[config.mk]
export PLATFORM = sky130hd
export DESIGN_NAME = avalon_master
export DESIGN_NICKNAME = d
export VERILOG_FILES = /design/src/logic/mips_pkg.sv /design/src/logic/avalon_master.sv
export VERILOG_INCLUDE_DIRS = /design/src /design/src/logic
export SDC_FILE = /design/constraint.sdc
export NUM_CORES = 1
export LEC_CHECK = 0
export ABC_AREA = 1
export BUFFER_PORTS_ARGS = -buffer_cell sky130_fd_sc_hd__clkbuf_2
export CAP_MARGIN = 20
export CORE_MARGIN = 5
export CORE_UTILIZATION = 25
export DETAILED_ROUTE_END_ITERATION = 8
export SLEW_MARGIN = 15
export SYNTH_ARGS = -nofsm -noshare
export SYNTH_HDL_FRONTEND = slang
export SYNTH_SLANG_ARGS = --single-unit
[constraint.sdc]
create_clock -name clk -period 14.3 [get_ports clk]
set_clock_uncertainty 0.1 [all_clocks]
set_input_delay 2.86 -clock clk [delete_from_list [all_inputs] [get_ports clk]]
set_output_delay 2.86 -clock clk [all_outputs]
set_load 0.01 [all_outputs]
[src/logic/mips_defs.svh]
`ifndef MIPS_DEFS_SVH
`define MIPS_DEFS_SVH

//////////////////////////////////////////////////
// machine widths
//////////////////////////////////////////////////

// data word width in bits.
`define MIPS_DATA_W 32

// byte address width on the Avalon bus.
`define MIPS_ADDR_W 32

//////////////////////////////////////////////////
// memory and program control
//////////////////////////////////////////////////

// ram depth in words, indexed by an 8 bit word index.
`define MIPS_RAM_WORDS 256

// jr to this address ends the program.
`define MIPS_HALT_ADDR 32'h0000_0000

`endif
[src/logic/mips_pkg.sv]
package mips_pkg;

    `include "mips_defs.svh"

    typedef logic [`MIPS_DATA_W-1:0] word_t;   // data or address word.
    typedef logic [4:0]              reg_idx_t; // register number.

    //////////////////////////////////////////////////
    // instruction encodings
    //////////////////////////////////////////////////

    // primary opcodes, bits 31:26.
    typedef enum logic [5:0] {
        OP_SPECIAL = 6'h00,
        OP_ADDIU   = 6'h09,
        OP_LW      = 6'h23,
        OP_SW      = 6'h2B
    } opcode_t;

    // special function codes, bits 5:0.
    typedef enum logic [5:0] {
        FN_JR   = 6'h08,
        FN_ADDU = 6'h21,
        FN_SUBU = 6'h23,
        FN_AND  = 6'h24,
        FN_OR   = 6'h25,
        FN_XOR  = 6'h26
    } funct_t;

    //////////////////////////////////////////////////
    // datapath and sequencer
    //////////////////////////////////////////////////

    typedef enum logic [2:0] {
        ALU_ADD,
        ALU_SUB,
        ALU_AND,
        ALU_OR,
        ALU_XOR
    } alu_op_t;

    typedef enum logic [2:0] {
        S_IDLE,
        S_FETCH,
        S_DECODE,
        S_EXECUTE,
        S_MEMORY,
        S_WRITEBACK
    } seq_state_t;

endpackage

[src/logic/avalon_master.sv]
module avalon_master
    import mips_pkg::*;
(
    input  logic       clk,
    input  logic       rst_n,
    // request side, from the sequencer.
    input  logic       bus_req,
    input  logic       bus_we,
    input  word_t      bus_addr,
    input  word_t      bus_wdata,
    output logic       bus_done,
    output word_t      bus_rdata,
    // avalon-mm master.
    output word_t      address,
    output logic       read,
    output logic       write,
    output word_t      writedata,
    output logic [3:0] byteenable,
    input  word_t      readdata,
    input  logic       waitrequest
);

    logic busy;
    logic xfer_end;

    assign busy       = read | write;
    assign xfer_end   = busy & ~waitrequest; // transfer completes at this edge.
    assign byteenable = 4'b1111;             // word accesses only.

    // control side of the transfer.
    always_ff @(posedge clk) begin
        if (!rst_n) begin
            read     <= 1'b0;
            write    <= 1'b0;
            bus_done <= 1'b0;
        end else begin
            bus_done <= xfer_end;
            if (xfer_end) begin
                read  <= 1'b0;
                write <= 1'b0;
            end else if (bus_req && !busy && !bus_done) begin
                // the request is still high during the done cycle, so skip it.
                read  <= ~bus_we;
                write <= bus_we;
            end
        end
    end

    // address and data held for the whole transfer.
    always_ff @(posedge clk) begin
        if (bus_req && !busy && !bus_done) begin
            address   <= bus_addr;
            writedata <= bus_wdata;
        end
        if (xfer_end && read) begin
            bus_rdata <= readdata; // readdata valid while waitrequest is low.
        end
    end

endmodule

## Yosys cells after proc, flatten, opt, wreduce, memory -nomap -nowiden

Cells that the tools add are included.

| word-level totals | value |
|---|---|
| input port bits | 101 |
| bits in registers | 99 |
| output and inout bits | 103 |

| operators by class | value |
|---|---|
| reductions and logical operators | 6 |
| bitwise operators | 5 |

Operators with widths:

| kind | number |
|---|---|
| $logic_and A1 B1 Y1 | 3 |
| $not A1 Y1 | 3 |
| $logic_not A1 Y1 | 2 |
| $reduce_or A2 Y1 | 1 |
| $and A1 B1 Y1 | 1 |
| $or A1 B1 Y1 | 1 |

## Longest topological paths before layout

| logic depth | value |
|---|---|
| depth in word-level cells | 4 |
| depth in mapped cells | 4 |
| depth with buffers taken out | 4 |

## Least setup slack after synthesis

Ideal clock, no wire load.

| timing | value |
|---|---|
| path type | input to register |
| start | in bus_req |
| end | reg address[0], enable pin |
| stages on the path | 2 |
| path buffers | 0 |
| arrival time | 8.940 ns |
| setup slack | 4.616 ns |
| cell sequence | inv_1 -> nor4_1 |

| on the way | value |
|---|---|
| word-level cells in the longest chain between the ends | 2 |

Ends and longest elaborated chain:

| item | RTL line | RTL |
|---|---|---|
| from (decl) | avalon_master.sv:7 | `input logic bus_req,` |
| $logic_and A1 B1 Y1 (2 in a row) | avalon_master.sv:51 | `if (bus_req && !busy && !bus_done) begin` |
| to (signal assigned) | avalon_master.sv:52 | `address <= bus_addr;` |
| to (decl) | avalon_master.sv:14 | `output word_t address,` |

No other way between the ends.
A chain may end at the register's enable or synchronous reset.

## Worst setup path in the final report

| timing | value |
|---|---|
| start | in bus_req |
| end | reg address[15], enable pin |

Same word-level chain as after synthesis.

==> reports/metrics.yaml <==
routed-via-count: 1874
static-leakage-power_nw: 1.941
antenna_cells: 0
dr.first_iter.drc_count: 83
path_max_fanout: 64
synth_top_family_by_area: "buffers and inverters"
die_area_um2: 14530
numCtsBuffers: 9
synth_area_leader_cell: "edfxtp_1"
ant_nets: 0
start_kind: "input port"
synth_compound_area_share_pct: 0.6964
core_um2: 12010
row_count: 40
drt_wl_total_mm: 6.928
status: "completed"
drv_cap: 0
postCtsSetupBuffers: 0
grt_max_degree: 65
drv_slew: 0
hold_class: "register to register"
die_h_um: 120.5
ys_seq_area_share_pct: 96.35
area_growth_pct: 47.11
cp.required_ns: 14.16
wl_per_cell_um: 14.34
multi_input_area_um2: 82.58
hold_buffers: 0
fin_crit_sh_pct: 28.15
initial_core_util_pct: 25.43
final_nets: 432
crit_path_max_incr_delay_ns: 0.64
synth_area_um2: 3054
hold_start: "write$_SDFFE_PP0P_"
mostFrequentLayoutCells: "clkbuf_2, edfxtp_1, clkbuf_16"
synthCells: 120
nFillCells: 1127
crit_arrival_ns: 3.88
cts_sinks: 99
critical_path_class: "input port to register"
worst_slew_pin_slew_ns: 0.7910
cts-root-buf: "clkbuf_16"
port-buffer-count: 199
yosys_warnings: 0
r2r_start: "write$_SDFFE_PP0P_"
regArea_um2: 2943
ir_drop_v: 0.00003995
clk_latency_ns: 0.33
ys_seq_elements: 99
setup_viol_count_final: 0
place_congestion: 0.7063
crit_chain: "clkbuf_2, inv_1, nor4_2, buf_4"
cts_buffer_depth: 2
grt_first_pass_wirelength_mm: 10.29
fin_setup_tns_ns: 0
slew_headroom_pct: 47.26
drc: 0
grt_usage_pct: 9.557
grt-ovfl-total: 0
cts.clk_slew.worst_paths_ns: 0.06
die_w_um: 120.5
final_common_cell: "clkbuf_2"
power_density_nw_per_um2: 135.1
rsz0062_at_grt: "no"
antenna_found_initial: 0
yosysTopAreaCellShare_pct: 94.39
hold_violations: 0
drive_gt1_share_pct: 64.29
final.min_clock_period_ns: 4.026
synthAdderAreaFrac_pct: 0
cpMaxStageDelayCell: "buf_4"
synth.distinct_cells: 11
synth_simple_gate_area_share_pct: 1.229
pin_count: 204
crit_path_start: "bus_req"
h-tree-depth: 3
dp_cells: 467
vias_per_cell: 3.880
synth.area.top_cells: "edfxtp_1, dfxtp_1, buf_4"
grt_pass1_vias: 1973
instances_no_fill: 483
cts_resized: 0
synthMuxAreaShare_pct: 0
synth-xor-area-share_pct: 0
avgSynthCellArea_um2: 25.45
max_freq_ghz: 0.2484
dp_hpwl_mm: 5.483
critPathCaptureType: "register"
first_pass_iters: 4
cts_tree: "yes"
[flip-flops by register name, summed over array words and instances (netlist names)]
register / cells
bus_rdata: 32
write: 1
bus_done: 1
read: 1
writedata: 32
address: 32
[cells in the mapped netlist]
master,count
nor4_1,1
inv_1,5
conb_1,1
a21oi_1,2
dfxtp_1,3
edfxtp_1,96
nand3_1,2
buf_4,4
nand2_2,1
o21bai_2,1
nor2_1,4
[layer usage]
layer  GRT usage [%]  up-vias  part of all wire (%)
met2           14.70      143                    46
met1           10.07      842                    35
met5               0        -                     0
met4           5.099        0                   1.9
met3           6.034        9                    17
li1                -      880                     -
[final timing paths]
check / to / slack, ns / depth (start not counted)
setup / recovery: address[15]$_DFFE_PP_ / 10.27 / 4
hold / removal: write$_SDFFE_PP0P_ / 0.42 / 2
setup reg to reg: address[15]$_DFFE_PP_ / 12.50 / 2
hold reg to reg: write$_SDFFE_PP0P_ / 0.42 / 2
[area by class of cell]
cell class / count / share of cell area (%)
Sequential cell: 99 / 65.50
Timing Repair Buffer: 201 / 22.50
Clock buffer: 12 / 5.263
Tap cell: 147 / 4.094
Multi-Input combinational cell: 15 / 1.838
Inverter: 5 / 0.4177
Clock inverter: 4 / 0.3899
[power by group]
| group | leakage (nW) | switching [mW] | internal (mW) |
|---|---|---|---|
| combinational | 0.891 | 0.0304 | 0.0219 |
| clock | 0.125 | 0.0917 | 0.116 |
| sequential | 0.925 | 0.00517 | 0.342 |
[worst max-delay path, delay by kind of cell]
family | cells | cell delay [ns]
buffers and inverters | 3 | 0.76
AND/OR/NAND/NOR | 1 | 0.19
[stage by stage]
stage	setup slack, ns	power [mW]	instance area, um2	util [%]	hold WS, ns
floorplan	4.616	0.3766	3065	-	0.4152
global placement	9.945	0.4064	4239	35.29	0.4103
detailed placement	9.917	0.4074	4239	35.29	0.4082
CTS	10.28	0.6211	4493	37.41	0.4177
global route	10.21	0.6396	4493	37.41	0.4632
finish	10.27	0.6072	4493	37.41	0.4173
[cells by family (layout without fill, tap and decap cells)]
logic type | after synthesis | count (layout)
AOI/OAI and AO/OA | 3 | 3
buffers and inverters | 9 | 222
DFF | 99 | 99
other | 1 | 4
and+or+nand+nor | 8 | 8
Power figures use the tool's default switching activity.
