## src/logic/mips_defs.svh

```systemverilog
`ifndef MIPS_DEFS_SVH
`define MIPS_DEFS_SVH

//////////////////////////////////////////////////
// machine widths
//////////////////////////////////////////////////

// data word width in bits.
`define MIPS_DATA_W 32

// byte address width on the Avalon bus.
`define MIPS_ADDR_W 32

//////////////////////////////////////////////////
// memory and program control
//////////////////////////////////////////////////

// ram depth in words, indexed by an 8 bit word index.
`define MIPS_RAM_WORDS 256

// jr to this address ends the program.
`define MIPS_HALT_ADDR 32'h0000_0000

`endif
```

## src/logic/mips_pkg.sv

```systemverilog
package mips_pkg;

    `include "mips_defs.svh"

    typedef logic [`MIPS_DATA_W-1:0] word_t;   // data or address word.
    typedef logic [4:0]              reg_idx_t; // register number.

    //////////////////////////////////////////////////
    // instruction encodings
    //////////////////////////////////////////////////

    // primary opcodes, bits 31:26.
    typedef enum logic [5:0] {
        OP_SPECIAL = 6'h00,
        OP_ADDIU   = 6'h09,
        OP_LW      = 6'h23,
        OP_SW      = 6'h2B
    } opcode_t;

    // special function codes, bits 5:0.
    typedef enum logic [5:0] {
        FN_JR   = 6'h08,
        FN_ADDU = 6'h21,
        FN_SUBU = 6'h23,
        FN_AND  = 6'h24,
        FN_OR   = 6'h25,
        FN_XOR  = 6'h26
    } funct_t;

    //////////////////////////////////////////////////
    // datapath and sequencer
    //////////////////////////////////////////////////

    typedef enum logic [2:0] {
        ALU_ADD,
        ALU_SUB,
        ALU_AND,
        ALU_OR,
        ALU_XOR
    } alu_op_t;

    typedef enum logic [2:0] {
        S_IDLE,
        S_FETCH,
        S_DECODE,
        S_EXECUTE,
        S_MEMORY,
        S_WRITEBACK
    } seq_state_t;

endpackage

```

## src/logic/instr_decoder.sv

```systemverilog
module instr_decoder
    import mips_pkg::*;
(
    input  word_t    instr,
    output reg_idx_t rs,
    output reg_idx_t rt,
    output reg_idx_t rd,
    output word_t    imm,
    output alu_op_t  alu_op,
    output logic     use_imm,
    output logic     is_load,
    output logic     is_store,
    output logic     is_jr,
    output logic     writes_reg
);

    opcode_t opcode;
    funct_t  funct;

    assign opcode = opcode_t'(instr[31:26]);
    assign funct  = funct_t'(instr[5:0]);
    assign rs     = instr[25:21];
    assign rt     = instr[20:16];
    assign imm    = {{16{instr[15]}}, instr[15:0]}; // sign extended.

    always_comb begin
        // defaults give a no-op that writes nothing.
        alu_op     = ALU_ADD;
        use_imm    = 1'b0;
        is_load    = 1'b0;
        is_store   = 1'b0;
        is_jr      = 1'b0;
        writes_reg = 1'b0;
        rd         = instr[15:11];
        case (opcode)
            OP_SPECIAL: begin
                writes_reg = 1'b1;
                case (funct)
                    FN_ADDU: alu_op = ALU_ADD;
                    FN_SUBU: alu_op = ALU_SUB;
                    FN_AND:  alu_op = ALU_AND;
                    FN_OR:   alu_op = ALU_OR;
                    FN_XOR:  alu_op = ALU_XOR;
                    FN_JR: begin
                        is_jr      = 1'b1;
                        writes_reg = 1'b0;
                    end
                    default: writes_reg = 1'b0;
                endcase
            end
            OP_ADDIU: begin
                use_imm    = 1'b1;
                writes_reg = 1'b1;
                rd         = instr[20:16]; // i-type writes rt.
            end
            OP_LW: begin
                use_imm    = 1'b1;
                is_load    = 1'b1;
                writes_reg = 1'b1;
                rd         = instr[20:16];
            end
            OP_SW: begin
                use_imm  = 1'b1;
                is_store = 1'b1;
            end
            default: ;
        endcase
    end

endmodule

```

## config.mk

```make
export PLATFORM = sky130hd
export DESIGN_NAME = instr_decoder
export DESIGN_NICKNAME = d
export VERILOG_FILES = /design/src/logic/mips_pkg.sv /design/src/logic/instr_decoder.sv
export VERILOG_INCLUDE_DIRS = /design/src /design/src/logic
export SDC_FILE = /design/constraint.sdc
export NUM_CORES = 1
export LEC_CHECK = 0
export ABC_CLOCK_PERIOD_IN_PS = 1400
export BUFFER_PORTS_ARGS = -buffer_cell sky130_fd_sc_hd__buf_2
export CORE_UTILIZATION = 32
export DETAILED_ROUTE_END_ITERATION = 8
export PLACE_DENSITY = 0.89
export SYNTH_ARGS = -nofsm -noshare
export SYNTH_HDL_FRONTEND = slang
export SYNTH_SLANG_ARGS = --single-unit
```

## constraint.sdc

```tcl
create_clock -name vclk -period 1.4
set_clock_uncertainty 0.15 [all_clocks]
set_input_delay 0.07 -clock vclk [all_inputs]
set_output_delay 0.07 -clock vclk [all_outputs]
set_load 0.01 [all_outputs]
```

# Word-level counts from Yosys, hierarchy flattened
# Index checks and enable logic that the tools add are counted.
[word_totals]
regBits = 0
in_bits = 32
[classes]
n_eq_ne = 9
mux = 10
n_reduce_logical = 4
[ops]
columns = ["op", "n"]
rows = [
  ["== test 6 bit (second input constant)", 7],
  ["== test 6 x 4 -> 1 bit (second input constant)", 2],
  ["one-hot mux 3 bit (4 select lines)", 1],
  ["logical NOT 6 bit", 1],
  ["2-to-1 mux 1 bit", 6],
  ["2-to-1 mux 5 bit", 1],
  ["OR reduction 5 bit", 1],
  ["2-to-1 mux 3 bit", 1],
  ["OR reduction 3 bit", 1],
  ["one-hot mux 1 bit (2 select lines)", 1],
  ["OR reduction 2 bit", 1],
]

# Logic depth before layout (Yosys ltp)
[depth]
depth_word = 4
depth_mapped = 5
ltp_nobuf = 3

# Least setup slack after synthesis
# OpenSTA, ideal clock, no wires.
[synth_timing]
path_kind = "input -> output"
startpoint = "input instr[30]"
endpoint = "output rd[0]"
t_arrival_ns = 1.202
required_time_ns = 1.180
slack_ns = -0.022
cell_stages = 4
n_path_buf = 1
cell_sequence = "or3b_1 -> buf_6 -> a21o_4 -> a221oi_1"
[synth_via]
elab_chain_len = 3
[synth_lines]
columns = ["element", "line", "source"]
rows = [
  ["start: declaration", "instr_decoder.sv:4", "input word_t instr,"],
  ["== test 6 bit / == test 6 x 4 -> 1 bit (equally long branches)", "instr_decoder.sv:35", "case (opcode)"],
  ["OR reduction 2 bit (no source line) *", "--", ""],
  ["2-to-1 mux 5 bit *", "instr_decoder.sv:35", ""],
  ["end: declaration", "instr_decoder.sv:7", "output reg_idx_t rd,"],
]
# Every way passes the cells marked *; elsewhere a longest branch is shown, timed or not.

# Worst setup path in the final report
[layout_timing]
startpoint = "input instr[28]"
endpoint = "output rd[1]"
# The elaborated chain is that of the path after synthesis.

==> out/results.txt <==
initial antenna violation count: 0
largest net degree at the start of global routing: 20
Die X: 46.35 um
final hold vios: 0
CP Max Fanout: 5
Core Area: 1783 sq um
Seq pwr share: 0
post-synthesis sequential area ratio: 0
top-count cell post-synth: buf_4
Post-DRT Antenna Nets: 0
DRC viols: 0
row cnt: 15
Hold Crit Start: instr[4]
filler instances: 173
area grow syn2layout: 44.53%
Worst Tran Pin Value: 216.0 ps
Yosys warnings: 0
fin cells: 157
vias: 727
FMAX: 695.7 MHz
grt ovf: 0
Synth Cell Area: 629.4 sq um
first-pass GRT wire length: 2180 um
cell area power density: 288.7 nW/um^2
Mapped Cells: 92
DR vias/cell: 4.631
CP arrival: 1220 ps
sw power: 134.2 uW
internal power: 128.4 uW
area leader, netlist: buf_4
Placed Area: 715.7 sq um
count of different cell masters after synthesis: 24
Storage cell area: 0 sq um
IO Port Bufs: 67
Slew HR: 0.8560
CP Data Required Time: 1180 ps
critical path launch point type: primary input
max-slew violation count: 0
Syn Nets: 124
sw frac: 0.5111
hold endpoint: imm[4]
Wirelength per Cell: 10.33 um
GRT Overall Usage: 0.1331
maxcap violations: 0
syn_area_per_cell: 6.841 sq um
sequential cell count: 0
Initial DRC Count: 0
RSZ-0062 raised after global routing: true
Period Utilization, post-route: 1.027
drt pass-1 iters: 1
leakage power: 0.4649 nW
Post-DP HPWL: 1213 um
worst vdd ir: 0.1239 mV
HP Class: in -> out
nets: 166
Vert. Die Dim: 46.35 um
Synth top area share: 0.5010
clock buf count: 0
number of global-route vias before repair: 550
critical path type: in -> out
gpl congestion: 0.7055
IO Pins: 87
diode count: 0
setup ws final: -37.45 ps
Initial Utilization: 0.3530
Comb pwr share: 1.000
layout cells sized above 1: 0.7121
Worst Hold Depth: 2
die footprint: 2148 sq um
DP Cell Count: 146
failing checks: setup timing
Post-synth top cells: 42 x buf_4, 6 x inv_1, 6 x nor2_1
Synth area leaders: buf_4 50%, a221oi_1 7.0%, a211oi_1 6.0%
Final Critical Period: 1437 ps
routed wire length: 1622 um
Worst Setup End Kind: output port
area of the multi-input gates: 340.3 sq um
clock power share: 0
final instance area: 909.6 sq um
final setup fails: 4
final core occ: 0.5102
status: finished with violations
## metal layers
layer,up-vias,GRT usage,part of all wire
met1,312,0.1586,0.40
li1,358,-,-
met3,0,0,0.093
met2,57,0.2722,0.51
met5,-,0,0
met4,0,0,0
## how the worst max path moves through the flow
stage / to / start / slack, ps
after global routing: rd[3] / instr[28] / -50
after detailed placement: rd[4] / instr[30] / -100
after global placement: rd[1] / instr[30] / -60
final: rd[1] / instr[28] / -40
after floorplan: rd[0] / instr[30] / -20
after CTS: rd[4] / instr[28] / -6
## final cells by class
cell class         instances  area share
inverters                  6     0.02476
repair buffers            86      0.5667
well taps                 25     0.03439
multi-input cells         40      0.3741
## power groups by stage
| stage | Sequential [mW] | Combinational [mW] | Clock [mW] |
|---|---|---|---|
| floorplan | 0 | 0.181 | 0 |
| global placement | 0 | 0.203 | 0 |
| detailed placement | 0 | 0.206 | 0 |
| CTS | 0 | 0.257 | 0 |
| global route | 0 | 0.289 | 0 |
| finish | 0 | 0.263 | 0 |
## cells by family (layout without fill, tap and decap cells)
family                 after synthesis  after routing  synth area share
AND/OR/NAND/NOR                     24             24            0.2147
XOR/XNOR                             1              1           0.01392
AO/OA/AOI/OAI                       15             15            0.1948
buffers and inverters               52             92            0.5765
## cell usage in the layout (no fill, tap or decap)
cell type and count:
buf_2 65, dlygate4sd3_1 10, buf_4 9, inv_1 6, nor2_1 6, nor3_1 5, a211oi_2 5, a221oi_2 5
nand2_1 3, or3b_4 2, nand3_1 2, buf_6 2, nand3b_2 1, nand2b_1 1, a21o_4 1, nor4_2 1
xor2_1 1, nor2b_1 1, o211ai_1 1, a21o_2 1, o21ai_1 1, or4b_2 1, a21oi_1 1, nor4b_2 1
## through the flow
step / setup TNS (ps) / power [mW] / hold WS (ps) / setup WS [ps]
6_report: -72.95 / 0.2627 / 194.0 / -37.45
5_1_grt: -207.2 / 0.2887 / 202.6 / -54.80
4_1_cts: -6.344 / 0.2567 / 193.4 / -6.344
3_5_place_dp: -367.9 / 0.2063 / -9.931 / -96.57
3_3_place_gp: -277.8 / 0.2034 / -9.931 / -59.94
2_1_floorplan: -109.3 / 0.1810 / 40.99 / -21.87
## repair_timing
| item | 4_1_cts | 5_1_grt |
|---|---|---|
| gates resized for setup | 11 | 6 |
| setup endpoints to repair | 5 | 7 |
| setup buffers | 0 | 1 |
| hold buffers | 10 | 0 |
| pin swaps | 6 | 2 |
| hold endpoints to repair | 10 | 0 |
| cloned | 0 | 0 |
## critical path, cell delays in order
cell      delay, ps
buf_6            90
or3b_4          390
a21o_4          220
a221oi_2        270
buf_2           170
No activity file was read; power rests on OpenSTA's default activity.
