--- src/logic/mips_defs.svh ---
`ifndef MIPS_DEFS_SVH
`define MIPS_DEFS_SVH

//////////////////////////////////////////////////
// machine widths
//////////////////////////////////////////////////

// data word width in bits.
`define MIPS_DATA_W 32

// byte address width on the Avalon bus.
`define MIPS_ADDR_W 32

//////////////////////////////////////////////////
// memory and program control
//////////////////////////////////////////////////

// ram depth in words, indexed by an 8 bit word index.
`define MIPS_RAM_WORDS 256

// jr to this address ends the program.
`define MIPS_HALT_ADDR 32'h0000_0000

`endif
--- src/logic/mips_pkg.sv ---
package mips_pkg;

    `include "mips_defs.svh"

    typedef logic [`MIPS_DATA_W-1:0] word_t;   // data or address word.
    typedef logic [4:0]              reg_idx_t; // register number.

    //////////////////////////////////////////////////
    // instruction encodings
    //////////////////////////////////////////////////

    // primary opcodes, bits 31:26.
    typedef enum logic [5:0] {
        OP_SPECIAL = 6'h00,
        OP_ADDIU   = 6'h09,
        OP_LW      = 6'h23,
        OP_SW      = 6'h2B
    } opcode_t;

    // special function codes, bits 5:0.
    typedef enum logic [5:0] {
        FN_JR   = 6'h08,
        FN_ADDU = 6'h21,
        FN_SUBU = 6'h23,
        FN_AND  = 6'h24,
        FN_OR   = 6'h25,
        FN_XOR  = 6'h26
    } funct_t;

    //////////////////////////////////////////////////
    // datapath and sequencer
    //////////////////////////////////////////////////

    typedef enum logic [2:0] {
        ALU_ADD,
        ALU_SUB,
        ALU_AND,
        ALU_OR,
        ALU_XOR
    } alu_op_t;

    typedef enum logic [2:0] {
        S_IDLE,
        S_FETCH,
        S_DECODE,
        S_EXECUTE,
        S_MEMORY,
        S_WRITEBACK
    } seq_state_t;

endpackage

--- src/logic/cpu_control.sv ---
module cpu_control
    import mips_pkg::*;
(
    input  logic     clk,
    input  logic     rst_n,
    input  logic     start,
    output logic     active,
    output word_t    instr,
    // decoder.
    input  logic     use_imm,
    input  logic     is_load,
    input  logic     is_store,
    input  logic     is_jr,
    input  logic     writes_reg,
    input  reg_idx_t rd,
    input  word_t    imm,
    // register file and alu.
    input  word_t    rd_a,
    input  word_t    rd_b,
    input  word_t    alu_y,
    output word_t    alu_b,
    output reg_idx_t wa,
    output logic     we,
    output word_t    wd,
    // bus requests.
    output logic     bus_req,
    output logic     bus_we,
    output word_t    bus_addr,
    output word_t    bus_wdata,
    input  logic     bus_done,
    input  word_t    bus_rdata
);

    `include "mips_defs.svh"

    seq_state_t state;
    word_t      pc;
    word_t      result; // alu result, then load data.

    //////////////////////////////////////////////////
    // sequencer
    //////////////////////////////////////////////////

    always_ff @(posedge clk) begin
        if (!rst_n) begin
            state  <= S_IDLE;
            pc     <= '0;
            active <= 1'b0;
        end else begin
            case (state)
                S_IDLE: begin
                    if (start) begin
                        state  <= S_FETCH;
                        pc     <= 32'd4; // programs start at byte 4.
                        active <= 1'b1;
                    end
                end
                S_FETCH: begin
                    if (bus_done) begin
                        state <= S_DECODE;
                        pc    <= pc + 32'd4;
                    end
                end
                S_DECODE:  state <= S_EXECUTE; // operands settle from the register file.
                S_EXECUTE: begin
                    if (is_jr) begin
                        pc <= rd_a;
                        if (rd_a == `MIPS_HALT_ADDR) begin
                            state  <= S_IDLE;
                            active <= 1'b0;
                        end else begin
                            state <= S_FETCH;
                        end
                    end else if (is_load || is_store) begin
                        state <= S_MEMORY;
                    end else if (writes_reg) begin
                        state <= S_WRITEBACK;
                    end else begin
                        state <= S_FETCH;
                    end
                end
                S_MEMORY: begin
                    if (bus_done) begin
                        state <= is_load ? S_WRITEBACK : S_FETCH;
                    end
                end
                S_WRITEBACK: state <= S_FETCH;
                default:     state <= S_IDLE;
            endcase
        end
    end

    // instruction and result registers.
    always_ff @(posedge clk) begin
        if (state == S_FETCH && bus_done) begin
            instr <= bus_rdata;
        end
        if (state == S_EXECUTE) begin
            result <= alu_y;
        end else if (state == S_MEMORY && bus_done) begin
            result <= bus_rdata;
        end
    end

    //////////////////////////////////////////////////
    // datapath selects and bus requests
    //////////////////////////////////////////////////

    assign alu_b = use_imm ? imm : rd_b;

    assign we = (state == S_WRITEBACK) && writes_reg;
    assign wa = rd;
    assign wd = result;

    assign bus_req   = (state == S_FETCH) || (state == S_MEMORY);
    assign bus_we    = (state == S_MEMORY) && is_store;
    assign bus_addr  = (state == S_MEMORY) ? result : pc;
    assign bus_wdata = rd_b; // store data comes from rt.

endmodule

--- config.mk ---
export PLATFORM = sky130hd
export DESIGN_NAME = cpu_control
export DESIGN_NICKNAME = d
export VERILOG_FILES = /design/src/logic/mips_pkg.sv /design/src/logic/cpu_control.sv
export VERILOG_INCLUDE_DIRS = /design/src /design/src/logic
export SDC_FILE = /design/constraint.sdc
export NUM_CORES = 1
export LEC_CHECK = 0
export BUFFER_PORTS_ARGS = -buffer_cell sky130_fd_sc_hd__buf_2
export CORE_MARGIN = 4
export CORE_UTILIZATION = 35
export CTS_CLUSTER_DIAMETER = 40
export CTS_CLUSTER_SIZE = 10
export DETAILED_ROUTE_END_ITERATION = 10
export PLACE_DENSITY = 0.68
export SYNTH_ARGS = -nofsm -noshare
export SYNTH_HDL_FRONTEND = slang
export SYNTH_SLANG_ARGS = --single-unit
--- constraint.sdc ---
create_clock -name clk -period 2.2 [get_ports clk]
set_input_delay 0.33 -clock clk [delete_from_list [all_inputs] [get_ports clk]]
set_output_delay 0.33 -clock clk [all_outputs]
set_load 0.01 [all_outputs]
[Yosys cells after proc, flatten, opt, wreduce, memory -nomap -nowiden]
Index checks and enable logic that the tools add are counted.
Cells by class
  add/sub/neg operators: 1
  mux-type cells: 21
  reduce and logical (&&, ||, !) cells: 14
  eq/ne operators: 10
Operators with widths (number)
  $mux W32: 7
  $pmux W32 S3: 1
  $add A32 B3 Y32 const B: 1
  $logic_not A32 Y1: 1
  $mux W3: 7
  $pmux W3 S6: 1
  $ne A2 B2 Y1 const B: 5
  $reduce_and A4 Y1: 2
  $eq A3 B2 Y1 const B: 2
  $eq A3 B3 Y1 const B: 2
  $logic_and A1 B1 Y1: 4
  $mux W1: 4
  $reduce_bool A2 Y1: 2
  $eq A3 B1 Y1 const B: 1
  $logic_not A3 Y1: 1
  $reduce_and A3 Y1: 1
  $reduce_bool A3 Y1: 1
  $logic_or A1 B1 Y1: 2
  $pmux W1 S2: 1
Word-level totals
  output and inout bits: 169
  bits in registers: 100
  bits of input ports: 174

[Depth between registers and ports, before layout]
  depth after elaboration: 4
  mapped depth: 10
  gate-level depth less buffers: 7

[Worst setup path before layout]
Ideal clock, no wire load.
  path type: reg2reg
  from: register state[2]
  to: register result[0] (netlist: wd[0]) (enable)
  path slack: -0.125 ns
  data required time: 1.811 ns
  period minus slack after synthesis: 2.325 ns
  arrival: 1.935 ns
  cell stages (with the launch flop): 7
  cells stage by stage: dfxtp_1 inv_1 nor3_1 buf_2 buf_2 nand2_1 nand2_1
Between the ends
  cells in the longest elaborated chain, start to end: 3
RTL lines
  start, declared: RTL line cpu_control.sv:36  | seq_state_t state;
  start signal, assigned: RTL line cpu_control.sv:84  | state <= is_load ? S_WRITEBACK : S_FETCH;
  $eq A3 B3 Y1: RTL line cpu_control.sv:100  | end else if (state == S_MEMORY && bus_done) begin
  $logic_and A1 B1 Y1: RTL line cpu_control.sv:100
  $reduce_bool A2 Y1 (no line) (*)
  end signal, assigned: RTL line cpu_control.sv:99  | result <= alu_y;
  end signal, assigned: RTL line cpu_control.sv:101  | result <= bus_rdata;
  end, declared: RTL line cpu_control.sv:38  | word_t result;
Every way passes the cells marked *; elsewhere a longest branch is shown, timed or not.
A chain may end at the register's enable or synchronous reset.

[Final worst setup path]
  from: register state[0]
  to: output port bus_addr[25]
Between the ends
  cells in the longest elaborated chain, start to end: 2
RTL lines
  $eq A3 B3 Y1: RTL line cpu_control.sv:117  | assign bus_addr = (state == S_MEMORY) ? result : pc;
  $mux W32: RTL line cpu_control.sv:117
  end, declared: RTL line cpu_control.sv:28  | output word_t bus_addr,
No other way between the ends.

==> results by stage <==
Floorplan:
- The initial utilization of the core area, before any placement, comes to 0.3584.
- The die height is 135.8 µm.
- The number of ports placed on the die boundary is 343.
- The die covers 18430 µm².
- The placement row count is 46.
- The region available for standard cell placement spans 15940 µm².
- The width of the die is 135.8 µm.

Timing:
- The slew at the pin with the worst max-slew slack is 0.5634 ns.
- The time the final worst path needs with I/O delays and setup is 2.128 ns.
- Measured against its own limit, the worst slew margin works out to 0.6215.
- The number of max-slew violations in the final report is 0.
- The final setup skew is 0.006905 ns.
- Based on the critical path, the design can be clocked at up to 470.0 MHz.
- The count of final setup violators is 0.
- Setup repair after global routing left no endpoint under its margin.
- Final hold analysis gives a worst-case slack of 0.1587 ns.
- The part of the cycle the worst path needs is 0.9671.
- For the final routed database, the setup TNS stands at 0 ns.
- The hold violation total from the final report came to 0.

Yosys:
- The total standard cell area after synthesis is 5714 µm².
- In the synthesized netlist the async set-or-reset flop fraction comes to 0.
- The number of synthesized flops with an enable pin is 64.
- The flop and latch count out of synthesis is 100.
- The number of warnings reported in the yosys synthesis log is 0.
- A synthesized cell averages 9.818 µm².
- Synthesis produced 582 cells.
- The total nets after synthesis is 757.
- Among all flip-flop cells after synthesis, the most frequent one is sky130_fd_sc_hd__edfxtp_1.
- The number of different library cells used by synthesis comes to 61.
- Of the synthesized area, sequential elements account for 0.4624.

Cells and area:
- From synthesis to final layout, the design area changed by 37.86%.
- For this run, the post-layout net count is 1062.
- The fraction of layout instances using a drive strength above 1 is 0.5146.
- The finished cells cover 7878 µm².

Global route:
- The number of global-route vias before repair was 5745.
- Across every metal layer, demand over resource in global routing totals 0.2747.
- Entering global routing, the biggest net connects 34 pins.
- The first global-routing pass estimated 36870 µm of wire.
- The overall overflow remaining after global route is 0.
- The number of antenna violations at the first check in global routing came to 10.

Detailed routing:
- Dividing the detail-routed via count by the number of cells gives 5.367.
- The detail route stage leaves a number of antenna-violating nets equal to 0.
- In the final routed layout, each cell accounts on average for 23.86 µm.
- For this run, design rule violations remaining after detail routing come to 0.
- The routed layout has 5963 vias.
- The initial detailed-routing violation count is 668.
- Before antenna repair, the detailed router went through 8 iterations.
- After detailed routing, the total wire length is 26510 µm.

Critical path:
- The required time at the worst-slack endpoint is 1.87 ns.
- The sum of buffers and inverters on the critical path is 4.
- Traced cell by cell, the critical path runs through nor3_4 > buf_6 > buf_12 > buf_6 > mux2_2 > buf_2.
- The largest driver fanout on the critical path is 7.
- For this design, the slowest cell found on the critical path is sky130_fd_sc_hd__dfxtp_4.
- The cell occurring most often along the worst timing path is sky130_fd_sc_hd__buf_6.
- Data on the critical path arrives at its endpoint at 1.80 ns.
- The largest delay contributor family on the critical path is buffers and inverters.
- The kind of critical path is flip-flop to output pin.
- The peak per-stage delay on the critical path is 0.38 ns.
- The worst setup path is captured at an output pin.
- The worst setup path is launched from a flip-flop.

Pwr:
- For this design the static power due to leakage is 3.559 nW.
- The cell area power density is 602.8 nW/µm².
- Across the VDD grid, the largest voltage drop is 393.7 µV.

Clock tree:
- Buffers inserted during clock tree synthesis total 9.
- TritonCTS built the clock tree.
- The CTS clock-pin slew for the worst setup and hold paths is 0.08 ns.
- The clock latency at the later pin of the worst-skew pair is 0.35 ns.
- The level count of the clock H-tree is 3.
- The cts-stage hold buffer count is 0.
- The cell at the root of the clock tree is sky130_fd_sc_hd__clkbuf_16.
- The number of clock sinks is 100.
- The buffer depth of the longest clock path is 2.

Placed design:
- The count of buffers added on input and output ports is 332.
- The detailed placement HPWL is 21490 µm.
- After detailed placement, the total cell area comes to 7433 µm².
- Routability-driven placement finished with a final weighted congestion of 0.9293.

Flow run:
- The total of max-cap violations is 0.

Min path:
- The kind of path behind the tightest hold check is input pin to flip-flop.

Run status:
- The run finished with clean final reports.
through the flow:
step           utilization  total power (W)  worst slack, ns  instances
6_report            0.4941         0.004749          0.07240       1111
5_1_grt             0.4941         0.004898          0.01968       1111
4_1_cts             0.4929         0.004745          0.01222       1103
3_5_place_dp        0.4663         0.002965           0.1192       1083
3_3_place_gp        0.4663         0.002957           0.1754       1083
2_1_floorplan            -         0.002544           0.1625        582
cell usage in the layout (no fill, tap or decap), types with 5 or more instances in the layout:
cell type,synthesis,layout
sky130_fd_sc_hd__a21oi_1,15,15
sky130_fd_sc_hd__a221o_1,7,7
sky130_fd_sc_hd__a22oi_1,11,11
sky130_fd_sc_hd__a31oi_1,5,5
sky130_fd_sc_hd__and2_1,5,5
sky130_fd_sc_hd__buf_12,0,5
sky130_fd_sc_hd__buf_2,6,332
sky130_fd_sc_hd__buf_4,38,25
sky130_fd_sc_hd__clkbuf_16,0,9
sky130_fd_sc_hd__dfxtp_1,36,33
sky130_fd_sc_hd__edfxtp_1,64,64
sky130_fd_sc_hd__inv_1,6,5
sky130_fd_sc_hd__mux2_2,62,62
sky130_fd_sc_hd__nand2_1,132,131
sky130_fd_sc_hd__nand2b_1,6,6
sky130_fd_sc_hd__nand3_1,14,14
sky130_fd_sc_hd__nand4_1,14,14
sky130_fd_sc_hd__nor2_1,16,16
sky130_fd_sc_hd__nor3_1,10,9
sky130_fd_sc_hd__nor4_1,15,15
sky130_fd_sc_hd__o21ai_0,20,19
sky130_fd_sc_hd__o21ai_1,4,5
sky130_fd_sc_hd__o22ai_1,9,9
sky130_fd_sc_hd__xnor2_1,6,6
sky130_fd_sc_hd__xor2_1,6,6
repair_timing:
action	in CTS	in global routing
hold endpoints to repair	0	0
gates resized for setup	15	0
pin swaps	1	1
buffers inserted	5	6
gates cloned	1	0
setup endpoints to repair	33	9
worst paths after layout:
kind                         startpoint             endpoint  slack [ns]  cells after the start
setup / recovery  state[0]$_SDFFE_PN0P_         bus_addr[25]        0.07                      6
hold / removal            bus_rdata[10]  instr[10]$_DFFE_PP_        0.16                      1
setup reg to reg     pc[2]$_SDFFE_PN0P_  pc[18]$_SDFFE_PN0P_        0.16                      5
hold reg to reg      pc[0]$_SDFFE_PN0P_   pc[0]$_SDFFE_PN0P_        0.49                      2
registers in the layout, indices dropped and copies added, names as in the netlist:
signal / count
active: 1
instr: 32
pc: 32
state: 3
wd: 32
cell families (layout without fill, tap and decap cells):
kind of cell | Yosys count | in the layout | synth area share
flops | 100 | 100 | 0.4624
xor+xnor | 12 | 12 | 0.01839
other cells | 0 | 3 | 0
compound gates | 92 | 92 | 0.1069
buf+inv | 77 | 387 | 0.08211
fa+ha+maj | 1 | 1 | 0.002189
mux | 65 | 65 | 0.1277
simple gates | 235 | 235 | 0.2004
report_power, final:
part	switching, W	internal [W]	leakage (nW)	total [W]
Clock	0.000783	0.00102	0.163	0.00180
Combinational	0.000467	0.000368	2.52	0.000835
Sequential	0.0000502	0.00206	0.875	0.00211
Total	0.00130	0.00345	3.56	0.00475
routing by layer:
metal  vias up  global-route usage  share of wire
li1       2707                   -              -
met1      2799              0.3368           0.37
met2       386              0.4566           0.49
met5         -                   0         0.0013
met3        65             0.07058          0.097
met4         6              0.1209          0.042
area by class of cell:
cell class	instances	area [µm²]
Multi-Input combinational cell	405	2616
Timing Repair Buffer	364	1972
Fill cell	1546	8065
Tap cell	216	270.3
Inverter	7	26.28
Clock inverter	7	106.4
Clock buffer	9	225.2
Antenna cell	3	7.507
Sequential cell	100	2654
synthesized netlist by cell type, types with 7 or more instances:
master,instances,area share
sky130_fd_sc_hd__nor3_1,10,0.0088
sky130_fd_sc_hd__nand3_1,14,0.012
sky130_fd_sc_hd__a22oi_1,11,0.014
sky130_fd_sc_hd__o22ai_1,9,0.0099
sky130_fd_sc_hd__clkbuf_1,18,0.012
sky130_fd_sc_hd__a221o_1,7,0.012
sky130_fd_sc_hd__mux2_2,62,0.12
sky130_fd_sc_hd__dfxtp_1,36,0.13
sky130_fd_sc_hd__edfxtp_1,64,0.34
sky130_fd_sc_hd__nand2_1,132,0.087
sky130_fd_sc_hd__buf_4,38,0.050
sky130_fd_sc_hd__o21ai_0,20,0.018
sky130_fd_sc_hd__nor4_1,15,0.016
sky130_fd_sc_hd__nor2_1,16,0.011
sky130_fd_sc_hd__a21oi_1,15,0.013
sky130_fd_sc_hd__nand4_1,14,0.015
(Power assumes the default switching activity.)
