**src/logic/mips_defs.svh**
```systemverilog
`ifndef MIPS_DEFS_SVH
`define MIPS_DEFS_SVH

//////////////////////////////////////////////////
// machine widths
//////////////////////////////////////////////////

// data word width in bits.
`define MIPS_DATA_W 32

// byte address width on the Avalon bus.
`define MIPS_ADDR_W 32

//////////////////////////////////////////////////
// memory and program control
//////////////////////////////////////////////////

// ram depth in words, indexed by an 8 bit word index.
`define MIPS_RAM_WORDS 256

// jr to this address ends the program.
`define MIPS_HALT_ADDR 32'h0000_0000

`endif
```
**src/logic/mips_pkg.sv**
```systemverilog
package mips_pkg;

    `include "mips_defs.svh"

    typedef logic [`MIPS_DATA_W-1:0] word_t;   // data or address word.
    typedef logic [4:0]              reg_idx_t; // register number.

    //////////////////////////////////////////////////
    // instruction encodings
    //////////////////////////////////////////////////

    // primary opcodes, bits 31:26.
    typedef enum logic [5:0] {
        OP_SPECIAL = 6'h00,
        OP_ADDIU   = 6'h09,
        OP_LW      = 6'h23,
        OP_SW      = 6'h2B
    } opcode_t;

    // special function codes, bits 5:0.
    typedef enum logic [5:0] {
        FN_JR   = 6'h08,
        FN_ADDU = 6'h21,
        FN_SUBU = 6'h23,
        FN_AND  = 6'h24,
        FN_OR   = 6'h25,
        FN_XOR  = 6'h26
    } funct_t;

    //////////////////////////////////////////////////
    // datapath and sequencer
    //////////////////////////////////////////////////

    typedef enum logic [2:0] {
        ALU_ADD,
        ALU_SUB,
        ALU_AND,
        ALU_OR,
        ALU_XOR
    } alu_op_t;

    typedef enum logic [2:0] {
        S_IDLE,
        S_FETCH,
        S_DECODE,
        S_EXECUTE,
        S_MEMORY,
        S_WRITEBACK
    } seq_state_t;

endpackage

```
**src/logic/alu.sv**
```systemverilog
module alu
    import mips_pkg::*;
(
    input  word_t   a,
    input  word_t   b,
    input  alu_op_t op,
    output word_t   y
);

    // addresses for lw and sw come through the add path as base plus offset.
    always_comb begin
        case (op)
            ALU_ADD: y = a + b; // wraps, no overflow trap.
            ALU_SUB: y = a - b;
            ALU_AND: y = a & b;
            ALU_OR:  y = a | b;
            ALU_XOR: y = a ^ b;
            default: y = '0;
        endcase
    end

endmodule

```
**config.mk**
```make
export PLATFORM = sky130hd
export DESIGN_NAME = alu
export DESIGN_NICKNAME = d
export VERILOG_FILES = /design/src/logic/mips_pkg.sv /design/src/logic/alu.sv
export VERILOG_INCLUDE_DIRS = /design/src /design/src/logic
export SDC_FILE = /design/constraint.sdc
export NUM_CORES = 1
export LEC_CHECK = 0
export BUFFER_PORTS_ARGS = -buffer_cell sky130_fd_sc_hd__buf_2
export CAP_MARGIN = 20
export CELL_PAD_IN_SITES_DETAIL_PLACEMENT = 0
export CELL_PAD_IN_SITES_GLOBAL_PLACEMENT = 2
export CORE_MARGIN = 2
export CORE_UTILIZATION = 33
export DETAILED_ROUTE_END_ITERATION = 8
export PLACE_DENSITY_LB_ADDON = 0.1
export SLEW_MARGIN = 20
export SYNTH_ARGS = -nofsm -noshare
export SYNTH_HDL_FRONTEND = slang
export SYNTH_SLANG_ARGS = --single-unit
```
**constraint.sdc**
```tcl
create_clock -name vclk -period 6
set_clock_uncertainty 0.15 [all_clocks]
set_input_delay 0.3 -clock vclk [all_inputs]
set_output_delay 0.3 -clock vclk [all_outputs]
set_load 0.1 [all_outputs]
```
Yosys cells after proc, flatten, opt, wreduce, memory -nomap -nowiden --
Cells that the tools add are included.
Word-level totals: memory bits (read-only) 0, logic and storage cells 11, latch bits 0, memories 0, register bits 0, input bits 67, output and inout bits 32, memory bits (writable) 0
Operators by class: $mul 0, divide/modulo/power cells 0, eq/ne operators 4, shift-type cells 0, reduce and logical (&&, ||, !) cells 1, bitwise logic cells 3, multiplexer cells 1, magnitude comparators 0, add/subtract/negate cells 2
Operators by type and width (count):
- 32-bit case mux with 5 select lines | 1
- 32-bit adder | 1
- 32-bit AND | 1
- 32-bit OR | 1
- 32-bit subtractor | 1
- 32-bit bitwise XOR | 1
- 3-bit by 2-bit equality test with 1-bit output (second input constant) | 2
- 3-bit by 1-bit equality test with 1-bit output (second input constant) | 1
- 3-bit equality test (second input constant) | 1
- 3-bit zero test | 1

Depth between registers and ports, before layout --
Gate-level depths: netlist of the first run.
depth after elaboration 2, gate-level depth with buffers 18

Least setup slack after synthesis of the first run --
No wires, ideal clock.
kind input port to output port, from in op[1], to out y[23], path slack 0.282 ns, required time 5.550 ns, stages on the path 15, arrival time 5.268 ns, cells stage by stage or2_2 -> clkbuf_1 -> nor2_1 -> clkbuf_1 -> nor2_1 -> xnor2_1 -> ha_1 -> and3_1 -> a221o_1 -> o311ai_2 -> nand3_1 -> a21oi_2 -> o21ai_1 -> xnor2_1 -> o21ai_0
Between the ends: longest elaborated chain between the ends 2, elaborated cells on any way between the ends 6, those cells by class eq/ne (4); mux (1); reduce/logical (1)
RTL lines:
- start, declared | RTL line alu.sv:6 | input alu_op_t op,
- 3-bit equality test, or another cell as far along | RTL line alu.sv:12 | case (op)
- 32-bit case mux with 5 select lines (*) | RTL line alu.sv:12
- end, declared | RTL line alu.sv:7 | output word_t y
Mark *: on every way between the ends. The rest lies on a longest branch, timed or not.

Worst setup path in the final report of the first run --
from in b[4], to out y[30]
Between the ends: longest elaborated chain between the ends 2, elaborated cells on any way between the ends 3, those cells by class add/sub (2); mux (1)
RTL lines:
- start, declared | RTL line alu.sv:5 | input word_t b,
- 32-bit subtractor / 32-bit adder (equally long branches) | RTL line alu.sv:14, alu.sv:13
- 32-bit case mux with 5 select lines (*) | RTL line alu.sv:12
Marks and branches as above.

==> summary.md, run 1 <==
| Metric | Value |
|---|---|
| Sequential-to-total area share from yosys stat | `0` |
| Hold_buf cts | `0` |
| CORE AREA | `12,500 µm²` |
| Cells after DPL | `866` |
| Compound-Gate Fraction of Synth Area | `0.315` |
| Post-CTS Setup Inserts | `0` |
| Mean post-synth cell area | `6.75 µm²` |
| Iter 0 DRT Violations | `250` |
| Hold WC Path Type | `in -> out` |
| Per-cell routed wire length | `16.2 µm` |
| Fmax achieved | `slightly above 200 MHz` |
| Die Ht | `117 µm` |
| Period minus WS final | `4.83 ns` |
| Port Buffers | `99` |
| Initial antenna violation count | `0` |
| Worst Path Max Fanout | `8` |
| GRT Total Usage | `0.207` |
| Top-area cell type share of the netlist area | `0.287` |
| Vias after detailed routing | `about 4,600` |
| Cells after Synth | `620` |
| Nature of the critical path startpoint | `primary input` |
| PostCTS Resize Cnt | `0` |
| Cell mode on critical path | `nor4_1` |
| CP max stage delay | `around 0.47 ns` |
| Post-synthesis xor/xnor area fraction | `0.119` |
| Critical Path Slowest Stage Cell | `nor4_1` |
| Most frequent cell after synthesis | `ha_1` |
| Layout area overhead | `23.4%` |
| Die W | `117 µm` |
| Mux cell area share after synthesis | `0.00478` |
| RSZ-0062 raised after global routing | `no` |
| Max-slew violation count | `0` |
| Distinct cells, synth | `54` |
| Filler cells | `approximately 1,400` |
| Final nets | `860` |
| Initial core utilization | `0.334` |
| CP arrival | `~4.4 ns` |
| Synthesized area | `~4200 µm²` |
| Final hold vios | `0` |
| RePlAce Congestion | `0.911` |
| Synth area leader | `ha_1` |
| I/O pin count | `99` |
| DRC | `0` |
| CP required | `5.55 ns` |
| Relative slew slack | `0.464` |
| P_leak | `2.48 nW` |
| Grt ovf | `0` |
| Ant diodes | `0` |
| Synth warn | `0` |
| CP Class | `in -> out` |
| Syn_nets | `784` |
| Pwr Density | `around 160 nW/µm²` |
| Number of global-route vias before repair | `4,358` |
| Buf/Inv on CP | `2` |
| Top cells by instance count after synthesis | `96 x ha_1, 70 x inv_1, 66 x a21oi_1, 59 x nor2_1, 45 x xnor2_1` |
| Delay-heaviest family, CP | `simple AND/OR/NAND/NOR gates` |
| Final Cycle Share | `0.805` |
| Worst-Margin Slew | `0.803 ns` |
| Clock buffers | `0` |
| Worst Hold Margin | `1.09 ns` |
| Largest family of logic cells by synthesized area | `compound AO/OA/AOI/OAI gates` |
| Die ar. | `13,600 µm²` |
| Non-Filler Instances | `866` |
| Vias per cell | `5.32` |
| Largest net degree at the start of global routing | `27` |
| Adder-Cell Fraction of Synth Area | `0.292` |
| VDD IR max | `92.4 µV` |
| Result of the run | `finished, final reports clean` |
| Simple logic cell fraction of the synthesized area | `0.178` |
| Layout cells sized above 1 | `0.169` |
| Crit-path cells | `buf_2, nor4_1, and2_1, nand3_1, nor4_1, a41oi_1, xnor2_1, ha_1, nand4_1, o221a_2, o21ai_0, o21ba_2, o31a_1, mux2i_1, o21ai_1, buf_12` |
| Setup tns final | `0 ns` |
| Register Area | `0 µm²` |
| First drt pass iteration count | `5` |
| # rows | `41` |
| First-pass GRT wire length | `22.7 mm` |
| Seq_cells | `0` |
| Largest cells by area after synthesis | `ha_1 29%, xnor2_1 9.4%, a21oi_1 7.9%, inv_1 6.3%, nor2_1 5.3%` |
| Maxcap violations | `0` |
| CP endpoint kind | `output pin` |
| HPWL reported at the end of detailed placement | `approximately 11 mm` |
| Routed Antenna Nets | `0` |
| Setup violations, final | `0` |
| Final wirelength | `14.0 mm` |
-- layer usage --
layer	wire length, µm	share of wire	track usage	up-vias
met4	40	0.0028	0.00627	0
met1	7120	0.51	0.307	2124
li1	-	-	-	2352
met5	0	0	0	-
met3	629	0.045	0.00519	2
met2	6260	0.45	0.353	127
-- report_power, final --
group          leakage, nW  internal, mW  switching (mW)
combinational         2.48         0.281           0.541
sequential               0             0               0
clock                    0             0               0
-- placed cells by master, fill, tap and decap left out, types with 6 or more instances in the layout --
| cell type | synthesis | layout |
|---|---|---|
| o21ai_0 | 39 | 39 |
| nand3_1 | 7 | 7 |
| nand2_1 | 35 | 35 |
| buf_12 | 0 | 23 |
| buf_2 | 2 | 76 |
| nand4_1 | 8 | 8 |
| a21o_1 | 12 | 12 |
| a211oi_1 | 16 | 16 |
| a21oi_1 | 66 | 66 |
| o21ai_1 | 9 | 9 |
| a31oi_1 | 19 | 19 |
| nand2b_1 | 6 | 6 |
| nor2_1 | 59 | 59 |
| xnor2_1 | 45 | 45 |
| xor2_1 | 12 | 12 |
| ha_1 | 96 | 96 |
| inv_1 | 70 | 70 |
-- stage by stage --
step / worst slack [ns] / power [mW] / cell area [µm²] / utilization
final: 1.17 / 0.822 / 5170 / 0.413
after global routing: 0.755 / 0.890 / 5170 / 0.413
after CTS: 1.17 / 0.824 / 5170 / 0.413
after detailed placement: 1.18 / 0.820 / 5170 / 0.413
after global placement: 1.16 / 0.820 / 5160 / 0.413
after floorplan: 0.282 / 0.572 / 4190 / -
-- logic make-up (layout without fill, tap and decap cells) --
family / count (synthesis) / after routing
compound gates: 210 / 210
xor+xnor: 57 / 57
fa+ha+maj: 97 / 97
buf+inv: 101 / 175
mux: 2 / 2
simple gates: 153 / 153
-- layout make-up --
type	count	area (µm²)	share of cell area
Inverter	71	267	0.0516
Multi-Input combinational cell	519	3810	0.737
Tap cell	172	215	0.0417
Timing Repair Buffer	104	878	0.170
-- final timing paths --
kind | start | to | slack, ns | depth (start not counted)
worst max-delay path | b[4] | y[30] | 1.17 | 16
worst min-delay path | a[16] | y[16] | 1.09 | 6
No activity file was read; power rests on OpenSTA's default activity.
==> run 2: changes to the inputs <==
--- a/config.mk
+++ b/config.mk
@@ -6,12 +6,13 @@
 export SDC_FILE = /design/constraint.sdc
 export NUM_CORES = 1
 export LEC_CHECK = 0
+export ABC_AREA = 1
 export BUFFER_PORTS_ARGS = -buffer_cell sky130_fd_sc_hd__buf_2
 export CAP_MARGIN = 20
 export CELL_PAD_IN_SITES_DETAIL_PLACEMENT = 0
 export CELL_PAD_IN_SITES_GLOBAL_PLACEMENT = 2
 export CORE_MARGIN = 2
-export CORE_UTILIZATION = 33
+export CORE_UTILIZATION = 29
 export DETAILED_ROUTE_END_ITERATION = 8
 export PLACE_DENSITY_LB_ADDON = 0.1
 export SLEW_MARGIN = 20
==> constraint.sdc (replaced) <==
create_clock -name vclk -period 4.7
set_clock_uncertainty 0.15 [all_clocks]
set_input_delay 0.235 -clock vclk [all_inputs]
set_output_delay 0.235 -clock vclk [all_outputs]
set_load 0.1 [all_outputs]
==> run 2 against run 1 <==
Critical path type unchanged. Sequential share of layout area is the same. Largest power group unchanged. Worst hold slack lost 0.21 ns. Synthesized cell count is 52% higher. Count of clock-buffer cells in the layout unchanged.
==> summary.md, run 2 <==
| Metric | Value |
|---|---|
| Nature of the critical path startpoint | `primary input` |
| Setup tns final | `0 ns` |
| Max-slew violation count | `0` |
| Die Ht | `136 µm` |
| M1 GR Usage | `0.346` |
| CP Class | `in -> out` |
| Cells after DPL | `~1,300` |
| Routed Antenna Nets | `0` |
| First-pass GRT wire length | `around 32 mm` |
| GRT met3 Usage | `0.00671` |
| Relative slew slack | `0.518` |
| Mean post-synth cell area | `5.36 µm²` |
| Final Cycle Share | `0.837` |
| Most common cell after layout, fill and taps aside | `nand2_1` |
| CORE AREA | `17,200 µm²` |
| Most frequent cell after synthesis | `nand2_1` |
| Sequential-to-total area share from yosys stat | `0` |
| PostCTS Resize Cnt | `0` |
| RePlAce Congestion | `0.869` |
| Initial core utilization | `0.294` |
| Vias per cell | `4.69` |
| CP endpoint kind | `output pin` |
| Synthesized area | `5050 µm²` |
| Hold Path Cell Cnt | `3` |
| Pwr Density | `161 nW/µm²` |
| Pwr Total | `932 µW` |
| Clock buffers | `0` |
| Final nets | `1,196` |
| Post-CTS Setup Inserts | `0` |
| Largest net degree at the start of global routing | `33` |
| Pre-CTS WS | `0.767 ns` |
| Most used routing layer | `met2` |
| VDD IR max | `76.2 µV` |
| Hold_buf cts | `0` |
| Maxcap violations | `0` |
| Die W | `around 140 µm` |
| Worst hold endpoint | `y[1]` |
| First drt pass iteration count | `7` |
| Layout area overhead | `14.6%` |
| GRT Total Usage | `0.222` |
| Setup violations, final | `0` |
| Largest cells by area after synthesis | `ha_1 24%, nand2_1 23%, inv_1 13%, nor2_1 7.9%, nand3_1 5.3%` |
| # rows | `48` |
| Die ar. | `18,500 µm²` |
| Synth warn | `0` |
| Per-cell routed wire length | `about 16 µm` |
| Final hold vios | `0` |
| P_leak | `roughly 3.6 nW` |
| Top-area cell type share of the netlist area | `0.238` |
| Fmax achieved | `254 MHz` |
| RSZ-0062 raised after global routing | `no` |
| Final setup margin | `0.766 ns` |
| Layout cells sized above 1 | `0.126` |
| Vias after detailed routing | `a little under 6,000` |
| Final wirelength | `approximately 20 mm` |
| Iter 0 DRT Violations | `300` |
| Worst Path Max Fanout | `5` |
| Worst-Margin Slew | `0.721 ns` |
| Cells after Synth | `942` |
| Grt ovf | `0` |
| Result of the run | `finished, final reports clean` |
| Number of global-route vias before repair | `about 5,600` |
| CP arrival | `3.55 ns` |
| Met2 Use GR | `0.354` |
| Hold WC Path Type | `in -> out` |
| Top cells by instance count after synthesis | `313 x nand2_1, 181 x inv_1, 107 x nor2_1, 96 x ha_1, 54 x nand3_1` |
| HP Start | `op[2]` |
| I/O pin count | `99` |
| Port Buffers | `99` |
| Commonest non-fill, non-tap cells in the layout | `313 x nand2_1, 181 x inv_1, 107 x nor2_1, 99 x buf_2, 96 x ha_1` |
| Non-Filler Instances | `1,256` |
| CP required | `approximately 4.3 ns` |
| DRC | `0` |
| Period minus WS final | `just under 4 ns` |
| Syn_nets | `1,106` |
| Synth area leader | `ha_1` |
| HPWL reported at the end of detailed placement | `approximately 18 mm` |
| Distinct cells, synth | `35` |
| Register Area | `0 µm²` |
| Seq_cells | `0` |
| Initial antenna violation count | `1` |
-- run 2: kinds of logic (layout without fill, tap and decap cells) --
kind of cell    Yosys count  count (layout)  synth area share
compound gates           93              93             0.118
xor+xnor                 28              28            0.0485
other cells               0               1                 0
fa+ha+maj                97              97             0.242
simple gates            525             525             0.440
buf+inv                 199             287             0.153
-- run 2: where the power goes --
group / leakage [nW] / total [mW] / switching [mW] / internal (mW)
combinational: 3.60 / 0.932 / 0.697 / 0.235
clock: 0.00000634 / 0.0000000284 / 0 / 0.0000000284
sequential: 0 / 0 / 0 / 0
-- run 2: stage by stage --
step                 util  cell area [µm²]  hold WS, ns
floorplan               -             5050        0.882
global placement    0.337             5790        0.894
detailed placement  0.337             5790        0.873
CTS                 0.337             5790        0.878
global route        0.337             5790        0.893
finish              0.337             5790        0.875
-- run 2: worst max path at each step --
stage          slack (ns)  depth (start not counted)  endpoint  start
2_1_floorplan        0.62                          8      y[1]  op[0]
3_3_place_gp         0.74                         23     y[30]   b[0]
3_5_place_dp         0.77                         21     y[17]   b[0]
4_1_cts              0.77                         21     y[17]   b[0]
5_1_grt              0.39                         21     y[17]   b[0]
6_report             0.77                         21     y[17]   b[0]
-- run 2: cell type report --
class	count	area, µm²
multi-input combinational	743	4290
tap	225	282
inverter	183	687
timing repair buffer	104	533
antenna	1	2.50
fill	2088	11400
-- run 2: worst max-delay path: stages --
cell	delay, ns
buf_2	0.11
inv_1	0.11
ha_1	0.16
inv_1	0.05
nor3_2	0.15
nand3_2	0.14
nor2_4	0.15
nand2_2	0.10
nand2_1	0.12
o21ai_0	0.11
xor2_1	0.17
ha_1	0.38
nand2_1	0.12
inv_1	0.08
nand2_1	0.10
nor2_1	0.27
nand4_1	0.13
nand3_1	0.17
o21ai_0	0.09
o21ai_1	0.14
buf_2	0.44
-- run 2: layer usage --
layer / share of wire / wire (µm) / up-vias
li1: - / - / 3131
met1: 0.53 / 11000 / 2649
met2: 0.43 / 8890 / 109
met3: 0.030 / 628 / 4
met4: 0.0046 / 94 / 0
met5: 0 / 0 / -
==> run 3: changes to the inputs <==
--- a/config.mk
+++ b/config.mk
@@ -6,13 +6,13 @@
 export SDC_FILE = /design/constraint.sdc
 export NUM_CORES = 1
 export LEC_CHECK = 0
-export ABC_AREA = 1
+export ABC_AREA = 0
 export BUFFER_PORTS_ARGS = -buffer_cell sky130_fd_sc_hd__buf_2
 export CAP_MARGIN = 20
 export CELL_PAD_IN_SITES_DETAIL_PLACEMENT = 0
 export CELL_PAD_IN_SITES_GLOBAL_PLACEMENT = 2
 export CORE_MARGIN = 2
-export CORE_UTILIZATION = 29
+export CORE_UTILIZATION = 28
 export DETAILED_ROUTE_END_ITERATION = 8
 export PLACE_DENSITY_LB_ADDON = 0.1
 export SLEW_MARGIN = 20
==> constraint.sdc (replaced) <==
create_clock -name vclk -period 3.55
set_clock_uncertainty 0.15 [all_clocks]
set_input_delay 0.1775 -clock vclk [all_inputs]
set_output_delay 0.1775 -clock vclk [all_outputs]
set_load 0.1 [all_outputs]
==> run 3 against run 2 <==
The run now ends with setup timing left. Die area shrank 14%. Highest routed layer unchanged. Sequential cell count stayed put. Total power rose by 120%. Setup slack worse by 1.1 ns. Critical path depth fell by 3.
==> summary.md, run 3 (synthesis results as in run 1) <==
| Metric | Value |
|---|---|
| P_leak | `around 3.6 nW` |
| Pwr Total | `2.03 mW` |
| Worst-Margin Slew | `about 0.8 ns` |
| Initial antenna violation count | `0` |
| Register Area | `0 µm²` |
| Worst Hold Margin | `0.826 ns` |
| Initial core utilization | `0.287` |
| Setup violations, final | `17` |
| Result of the run | `finished with violations` |
| Final wirelength | `16.7 mm` |
| Worst Path Max Fanout | `3` |
| Cells after DPL | `1,023` |
| CP required | `3.22 ns` |
| Hold WC Path Type | `in -> out` |
| RePlAce Congestion | `between 0.8 and 0.9` |
| DRC | `0` |
| CORE AREA | `14,600 µm²` |
| Relative slew slack | `0.467` |
| Vias per cell | `5.07` |
| CP Class | `in -> out` |
| Per-cell routed wire length | `between 15 and 20 µm` |
| Final setup margin | `-0.337 ns` |
| Port Buffers | `99` |
| Period minus WS final | `3.89 ns` |
| Most common cell after layout, fill and taps aside | `buf_4` |
| Die W | `126 µm` |
| First drt pass iteration count | `4` |
| Iter 0 DRT Violations | `between 200 and 250` |
| Failing checks | `setup timing` |
| Commonest non-fill, non-tap cells in the layout | `159 x buf_4, 92 x ha_1, 70 x inv_1, 66 x buf_2, 57 x a21oi_1` |
| RSZ-0062 raised after global routing | `yes` |
| Maxcap violations | `0` |
| HPWL reported at the end of detailed placement | `13.2 mm` |
| Pre-CTS WS | `-0.624 ns` |
| Filler cells | `1,404` |
| First-pass GRT wire length | `27.0 mm` |
| Clock buffers | `0` |
| # rows | `44` |
| Largest net degree at the start of global routing | `48` |
| Final nets | `between 1,000 and 1,500` |
| GRT Total Usage | `0.201` |
| Seq_cells | `0` |
| Routed Antenna Nets | `0` |
| Layout area overhead | `81.0%` |
| CP endpoint kind | `output pin` |
| Pwr Density | `267 nW/µm²` |
| Vias after detailed routing | `~5,300` |
| Grt ovf | `0` |
| Max-slew violation count | `0` |
| I/O pin count | `99` |
| Die ar. | `15,900 µm²` |
| Non-Filler Instances | `1,050` |
| Setup tns final | `-4.01 ns` |
| Fmax achieved | `roughly 260 MHz` |
| Final hold vios | `0` |
| Die Ht | `126 µm` |
| CP arrival | `about 3.6 ns` |
| Number of global-route vias before repair | `5,437` |
| VDD IR max | `159 µV` |
| Final Cycle Share | `1.09` |
| Ant diodes | `0` |
| Layout cells sized above 1 | `0.446` |
| Nature of the critical path startpoint | `primary input` |
run 3: cell types whose count changed in the layout (fill, tap and decap cells not counted), moves of 19 or more:
cell      change
xnor2_1      +35
buf_2        -33
inv_1       -111
a21oi_1      +29
nor2_1       -55
xor2_1       -21
nand3_1      -49
buf_4       +154
buf_12       +32
nand2_1     -281
a221oi_1     -19
run 3: worst max-delay path: stages:
cell      delay (ns)
buf_8           0.10
nor4_4          0.35
nand2_2         0.15
buf_4           0.17
o41ai_4         0.21
xnor2_1         0.12
ha_1            0.31
and3_1          0.15
a221o_1         0.34
o311ai_4        0.29
buf_4           0.18
a31oi_4         0.10
buf_6           0.14
nor3_4          0.16
o21ai_2         0.09
xnor2_2         0.15
o21ai_4         0.18
buf_12          0.19
run 3: through the flow:
| step | util | instance area [µm²] |
|---|---|---|
| after floorplan | - | 4650 |
| after global placement | 0.466 | 6790 |
| after detailed placement | 0.466 | 6790 |
| after CTS | 0.498 | 7260 |
| after global routing | 0.519 | 7580 |
| final | 0.519 | 7580 |
run 3: worst paths after layout:
path / startpoint / endpoint / slack, ns / cells past startpoint
max: b[5] / y[29] / -0.34 / 18
min: a[22] / y[22] / 0.83 / 6
run 3: timing repair:
item,4_1_cts,5_1_grt
setup buffers,20,11
endpoints found under the setup margin,23,21
pin swaps,56,37
hold buffers,0,0
resized for setup,66,45
run 3: layout make-up:
cell class / count / area, µm² / share of cell area
Tap cell: 184 / 230 / 0.0304
Timing Repair Buffer: 276 / 2380 / 0.314
Inverter: 71 / 267 / 0.0352
Multi-Input combinational cell: 519 / 4700 / 0.620
run 3: power by group:
part           internal [mW]  total, mW  switching (mW)
Combinational          0.884       2.03            1.14
Sequential                 0          0               0
Clock                      0          0               0
Total                  0.884       2.03            1.14
run 3: per-layer routing:
metal / wire length (µm) / GRT usage / vias to the layer above
li1: - / - / 2688
met1: 8000 / 0.276 / 2538
met2: 7970 / 0.365 / 88
met3: 519 / 0.00595 / 12
met4: 176 / 0.0155 / 0
met5: 0 / 0 / -
